$ cat config.mk
export PLATFORM = sky130hd
export DESIGN_NAME = perceptron_apb_regs
export DESIGN_NICKNAME = d
export VERILOG_FILES = /design/src/common/perceptron_fixed_pkg.sv /design/src/common/perceptron_regs_pkg.sv /design/src/rtl/perceptron_apb_regs.sv
export SDC_FILE = /design/constraint.sdc
export NUM_CORES = 1
export LEC_CHECK = 0
export BUFFER_PORTS_ARGS = -buffer_cell sky130_fd_sc_hd__buf_4
export CAP_MARGIN = 20
export CORE_UTILIZATION = 38
export DETAILED_ROUTE_END_ITERATION = 16
export GPL_TIMING_DRIVEN = 0
export PLACE_DENSITY = 0.72
export SLEW_MARGIN = 25
export SYNTH_ARGS = -nofsm -noshare
export SYNTH_HDL_FRONTEND = slang
export SYNTH_SLANG_ARGS = --single-unit
$ cat constraint.sdc
create_clock -name clk -period 2.6 [get_ports clk]
set_clock_uncertainty 0.2 [all_clocks]
set_input_delay 0.13 -clock clk [delete_from_list [all_inputs] [get_ports clk]]
set_output_delay 0.13 -clock clk [all_outputs]
set_load 0.01 [all_outputs]
$ cat src/common/perceptron_fixed_pkg.sv
// fixed Q8.24 only; every operand and result is one signed 32-bit word, no other formats
package perceptron_fixed_pkg;

	//////////////////////////////
	// word format
	//////////////////////////////

	// width of every operand, product and result word
	localparam int fix_width = 32;

	// fraction bits leaving 8 integer bits including sign
	localparam int fix_frac = 24;

	// full multiplier output before rescale
	localparam int fix_prod_width = 2 * fix_width;

	// one Q8.24 word that is always signed
	typedef logic signed [fix_width-1:0] fix_t;

	//////////////////////////////
	// limits and constants
	//////////////////////////////

	// saturation limits of about +127.99999994 and -128.0
	localparam fix_t fix_max = 32'sh7fff_ffff;
	localparam fix_t fix_min = 32'sh8000_0000;

	// 1.0 in Q8.24
	// high output of the step activation
	localparam fix_t fix_one = 32'sh0100_0000;

endpackage

$ cat src/common/perceptron_regs_pkg.sv
// byte offsets on an 8-bit APB address; input and weight tables hold at most max_num words
package perceptron_regs_pkg;

	// APB address width seen by the node
	localparam int addr_width = 8;

	//////////////////////////////
	// register offsets
	//////////////////////////////

	localparam logic [addr_width-1:0] addr_ctrl = 8'h00;
	localparam logic [addr_width-1:0] addr_status = 8'h04;
	localparam logic [addr_width-1:0] addr_bias = 8'h08;
	localparam logic [addr_width-1:0] addr_result = 8'h0C;
	localparam logic [addr_width-1:0] addr_count = 8'h10;

	// tables with entry i at base + 4*i
	localparam logic [addr_width-1:0] addr_input_base = 8'h40;
	localparam logic [addr_width-1:0] addr_weight_base = 8'h80;

	// largest table the map has room for
	localparam int max_num = 16;

	//////////////////////////////
	// field positions
	//////////////////////////////

	// ctrl fields; start is write-one and reads back zero
	localparam int ctrl_start_bit = 0;
	localparam int ctrl_act_lsb = 1;
	localparam int ctrl_act_msb = 2;

	// status fields
	localparam int status_busy_bit = 0;
	localparam int status_done_bit = 1;

	// activation select where code 3 falls back to identity
	typedef logic [1:0] act_t;
	localparam act_t act_identity = 2'd0;
	localparam act_t act_relu = 2'd1;
	localparam act_t act_step = 2'd2;

endpackage

$ cat src/rtl/perceptron_apb_regs.sv
// APB slave without wait states; NUM at most 16; unaligned or unmapped offsets give pslverr
`timescale 1ns/1ps

module perceptron_apb_regs #(
	parameter int NUM = 2
) (
	input  logic                                            clk,
	input  logic                                            rst,
	input  logic [perceptron_regs_pkg::addr_width-1:0]      paddr,
	input  logic                                            psel,
	input  logic                                            penable,
	input  logic                                            pwrite,
	input  logic [31:0]                                     pwdata,
	output logic [31:0]                                     prdata,
	output logic                                            pready,
	output logic                                            pslverr,
	output logic                                            start,
	output logic [NUM*perceptron_fixed_pkg::fix_width-1:0]  inputs,
	output logic [NUM*perceptron_fixed_pkg::fix_width-1:0]  weights,
	output perceptron_fixed_pkg::fix_t                      bias,
	output perceptron_regs_pkg::act_t                       act,
	input  logic                                            valid,
	input  perceptron_fixed_pkg::fix_t                      result
);

	// table index bits from paddr[idx_w+1:2]
	localparam int idx_w = $clog2(perceptron_regs_pkg::max_num);
	localparam int aw = perceptron_regs_pkg::addr_width;

	logic [NUM-1:0][perceptron_fixed_pkg::fix_width-1:0] input_q;
	logic [NUM-1:0][perceptron_fixed_pkg::fix_width-1:0] weight_q;
	perceptron_fixed_pkg::fix_t bias_q;
	perceptron_fixed_pkg::fix_t result_q;
	perceptron_regs_pkg::act_t act_q;
	logic [31:0] count_q;
	logic [1:0] inflight_q;
	logic [1:0] inflight_nxt;
	logic done_q;
	logic busy;

	logic access;
	logic wr_en;
	logic rd_en;
	logic [idx_w-1:0] idx;
	logic in_hit;
	logic wt_hit;
	logic reg_hit;
	logic addr_ok;
	logic ctrl_wr;
	logic [31:0] rdata;

	//////////////////////////////
	// address decode
	//////////////////////////////

	assign access = psel & penable;
	assign wr_en = access & pwrite;
	assign rd_en = access & ~pwrite;
	assign idx = paddr[idx_w+1:2];

	always_comb begin
		// tables sit in their own aligned windows above the scalar registers
		in_hit = (paddr[aw-1:idx_w+2] == perceptron_regs_pkg::addr_input_base[aw-1:idx_w+2])
			&& (paddr[1:0] == 2'b00) && (int'(idx) < NUM);
		wt_hit = (paddr[aw-1:idx_w+2] == perceptron_regs_pkg::addr_weight_base[aw-1:idx_w+2])
			&& (paddr[1:0] == 2'b00) && (int'(idx) < NUM);
		reg_hit = (paddr == perceptron_regs_pkg::addr_ctrl)
			|| (paddr == perceptron_regs_pkg::addr_status)
			|| (paddr == perceptron_regs_pkg::addr_bias)
			|| (paddr == perceptron_regs_pkg::addr_result)
			|| (paddr == perceptron_regs_pkg::addr_count);
		addr_ok = in_hit | wt_hit | reg_hit;
	end

	// never stalls
	assign pready = 1'b1;
	assign pslverr = access & ~addr_ok;

	assign ctrl_wr = wr_en && (paddr == perceptron_regs_pkg::addr_ctrl);

	// one-cycle start on the access cycle of a ctrl write with bit 0 set
	assign start = ctrl_wr & pwdata[perceptron_regs_pkg::ctrl_start_bit];

	//////////////////////////////
	// operands to the datapath
	//////////////////////////////

	assign inputs = input_q;
	assign weights = weight_q;
	assign bias = bias_q;

	// select written together with start takes effect for that start
	assign act = ctrl_wr
		? pwdata[perceptron_regs_pkg::ctrl_act_msb:perceptron_regs_pkg::ctrl_act_lsb]
		: act_q;

	always_ff @(posedge clk) begin
		if (rst) begin
			input_q <= '0;
			weight_q <= '0;
			bias_q <= '0;
			act_q <= perceptron_regs_pkg::act_identity;
		end else if (wr_en) begin
			if (in_hit)
				input_q[idx] <= pwdata;
			if (wt_hit)
				weight_q[idx] <= pwdata;
			if (paddr == perceptron_regs_pkg::addr_bias)
				bias_q <= pwdata;
			if (ctrl_wr)
				act_q <= act;
		end
	end

	//////////////////////////////
	// status, result and count
	//////////////////////////////

	// at most three evaluations in flight with a 3-deep pipeline
	always_comb begin
		case ({start, valid})
			2'b10:   inflight_nxt = inflight_q + 2'd1;
			2'b01:   inflight_nxt = inflight_q - 2'd1;
			default: inflight_nxt = inflight_q;
		endcase
	end

	assign busy = (inflight_q != 2'd0);

	always_ff @(posedge clk) begin
		if (rst) begin
			inflight_q <= '0;
			done_q <= 1'b0;
			result_q <= '0;
			count_q <= '0;
		end else begin
			inflight_q <= inflight_nxt;
			// done means the last started evaluation has landed
			if (start)
				done_q <= 1'b0;
			else if (valid && (inflight_nxt == 2'd0))
				done_q <= 1'b1;
			if (valid) begin
				result_q <= result;
				count_q <= count_q + 32'd1;
			end
		end
	end

	//////////////////////////////
	// read mux
	//////////////////////////////

	always_comb begin
		rdata = '0;
		if (in_hit) begin
			rdata = input_q[idx];
		end else if (wt_hit) begin
			rdata = weight_q[idx];
		end else begin
			case (paddr)
				perceptron_regs_pkg::addr_ctrl:
					rdata[perceptron_regs_pkg::ctrl_act_msb:perceptron_regs_pkg::ctrl_act_lsb] = act_q;
				perceptron_regs_pkg::addr_status: begin
					rdata[perceptron_regs_pkg::status_busy_bit] = busy;
					rdata[perceptron_regs_pkg::status_done_bit] = done_q;
				end
				perceptron_regs_pkg::addr_bias:
					rdata = bias_q;
				// a result arriving this cycle is forwarded to the reader
				perceptron_regs_pkg::addr_result:
					rdata = valid ? result : result_q;
				perceptron_regs_pkg::addr_count:
					rdata = count_q;
				default:
					rdata = '0;
			endcase
		end
	end

	// bus reads zero outside a good read access
	assign prdata = (rd_en && addr_ok) ? rdata : 32'd0;

endmodule

==> results by group <==
Setup path
  – FF-to-FF setup slack: 0.14 ns
  – Critical path origin: paddr[6]
  – FF-to-FF End: count_q[29]
  – WP data required: around 2.3 ns
  – Worst Reg-to-Reg Cells: 6
  – WP data arrival: 2.32 ns
  – Startpoint Class: primary input
  – WS Path Type: primary input to primary output
  – CP endpoint: prdata[13]
  – Peak fanout along the critical path: 10
  – CP Capture Type: primary output
  – R2R Path Start: count_q[0]

Placement
  – Port Buf Inserts: 272
  – Area after DPL: 13,100 um2
  – GP Congestion: 0.976
  – Final HPWL DP: 34.3 mm

Route
  – Vias: 11,700
  – Remaining antenna violation count: 0
  – Remaining DRCs: 0
  – Vias per cell: 5.64
  – DR iter-0 viols: approximately 1,100
  – DR pass1 iterations: 8
  – Routed wire per std cell: 21.8 um
  – Detailed Route WL: 45.2 mm

Synth
  – Seq cells post-synth: 229
  – Netlist cell types: 50
  – Syn Inst Count: 1,315
  – Ys flop type: dfxtp_1
  – Sequential area share after synthesis: 0.431
  – Post-synth net total: 1,395
  – Synth Area per Inst: 8.08 um2
  – FFs w/ async S/R, synth: 0
  – Yosys Warn Count: 0
  – Post-synth EDFFs: 0
  – Synth Cell Area: 10,600 um2

Hold path
  – WHS Path Cells: 5
  – Hold crit path type: primary input to register

Layout
  – Fin area: 14,900 um2
  – Ant. Diodes: 0
  – Util after Layout: 0.548
  – Storage cell area: 4580 um2
  – Multi-input gate area: 5640 um2
  – Net count, final: 1,760
  – Layout cell share with drive strength beyond 1: 0.254
  – Commonest non-fill, non-tap cell in the layout: nand2_1
  – Commonest non-fill, non-tap cells in the layout: nand2_1 (335), buf_4 (278), dfxtp_1 (229), a21oi_1 (175), mux2i_1 (95)
  – # fillers: 2,527
  – Area Overhead vs Synth: 40.1%

Pwr
  – Clock network fraction of design power: 0.484
  – Int Pwr: between 6 and 7 mW
  – PD cells: 546 nW/um2
  – Sequential share of power: 0.438
  – Sw Pwr: 1.90 mW
  – P_leak: between 5 and 6 nW
  – Max IR drop VDD: about 0.00047 V
  – Net Sw Frac: 0.234
  – Combinational power share: 0.078

STA
  – Pins Over Slew Limit: 0
  – Setup ws final: -0.0465 ns
  – Final setup fails: 7
  – Min Tclk post-route: 2.65 ns
  – Worst slew margin: 0.396
  – Unrepaired setup endpoints after global routing: true
  – Max Clk Rate: 378 MHz
  – Slew @ Worst Pin: 0.906 ns
  – Final hold slack: 0.0804 ns
  – Hold Violations, Final: 0
  – Setup TNS Final: -0.151 ns
  – Tcrit/Tclk final: 1.02

Clocking
  – Max Root-Sink Buffers: 3
  – Clock Latency Late Sink: between 0.5 and 0.6 ns
  – Root buffer cell: clkbuf_16
  – CTS clk-pin slew, worst paths: 0.07 ns
  – CTS tree: done
  – CTS sink count: 229
  – CTS buffer count: 25
  – H-tree depth: 1

Job
  – Max Cap Violations: 0

Floorplan
  – Die area: roughly 29,000 um2
  – Die height: 169 um
  – Initial core utilization: 0.391
  – Io pins: approximately 280
  – Core area: between 20,000 and 30,000 um2
  – Die Wd: 169 um
  – # rows: 60

Global route
  – Largest net degree at the start of global routing: 15
  – Vias in the first global route: 11,000
  – Tot GR Track Use: 0.303
  – Initial antenna violation count: 0
  – First-pass GRT wire length: 65.7 mm
  – Final global-route overflow total: 0

Run status
  – Failing checks: negative setup slack
  – Outcome: complete, but fails checks
==> power groups by stage <==
stage,combinational (mW),clock (mW),sequential [mW]
5_1_grt,0.661,4.09,3.57
2_1_floorplan,0.245,0,3.64
6_report,0.631,3.93,3.56
4_1_cts,0.607,3.94,3.56
3_3_place_gp,0.514,0,3.64
3_5_place_dp,0.522,0,3.64
==> final cells by class <==
type	instances	area share
inverters	6	0.00151
repair buffers	339	0.182
clock buffers	33	0.0481
flip-flops and latches	229	0.308
plain buffers	117	0.0372
multi-input cells	962	0.379
clock inverters	13	0.0134
well taps	372	0.0313
==> worst min path at each step <==
stage                   end        from
6_report        weights[32]     penable
5_1_grt         weights[32]     penable
4_1_cts         weights[32]     penable
3_5_place_dp    result_q[9]   result[9]
3_3_place_gp   result_q[29]  result[29]
2_1_floorplan    inputs[34]   pwdata[2]
==> per-layer routing <==
layer / part of all wire / track usage / up-vias
met4: 0.058 / 0.152 / 0
met3: 0.088 / 0.0518 / 138
met5: 0 / 0 / -
li1: - / - / 5340
met2: 0.45 / 0.491 / 620
met1: 0.40 / 0.389 / 5573
==> critical path, stage by stage <==
cell and delay, ns:
buf_4 0.14, or4b_1 0.52, buf_2 0.21, clkbuf_1 0.27, o21ai_1 0.30, a221oi_1 0.15
a211oi_2 0.40, buf_4 0.19
==> cell usage after synthesis, drive strengths merged, types with 10 or more instances <==
cell type,number,area (um2)
dfxtp,229,4580
nor2b,10,62.6
or3,14,92.6
a211oi,34,300
mux2i,95,951
nand3,10,50.1
nor2,88,333
o21ai,21,105
nor3,32,185
buf,53,285
nand2,335,1260
a21oi,175,876
mux2,13,154
a221oi,12,105
a2111oi,52,467
nand4,10,68.8
clkbuf,65,244
==> what timing repair did <==
| action | 4_1_cts | 5_1_grt |
|---|---|---|
| hold buffers | 66 | 0 |
| setup buffers | 0 | 1 |
| hold endpoints to repair | 198 | 0 |
| gates resized for setup | 35 | 41 |
| endpoints found under the setup margin | 32 | 41 |
| cloned | 0 | 0 |
| pin swaps | 0 | 3 |
==> metrics by stage <==
step | total power, mW | cells | setup slack (ns)
floorplan | 3.88 | 1315 | 0.185
detailed placement | 4.16 | 1959 | -0.503
finish | 8.13 | 2071 | -0.0465
global placement | 4.15 | 1959 | -0.512
global route | 8.32 | 2071 | -0.0550
CTS | 8.12 | 2071 | -0.0801
==> state kept, by name, indices dropped and copies added (netlist names) <==
signal and count:
inflight_q 2, bias 32, count_q 32, result_q 32, weights 64, done_q 1
inputs 64, act_q 2
==> cell families after synthesis <==
family | after synthesis | synth area share
and+or+nand+nor | 534 | 0.218
AOI/OAI and AO/OA | 305 | 0.182
DFF | 229 | 0.431
buffers and inverters | 124 | 0.0519
muxes | 108 | 0.104
xor gates and xnor gates | 12 | 0.00989
adders and majority gates | 2 | 0.00235
other | 1 | 0.000353
(Power assumes the default switching activity.)
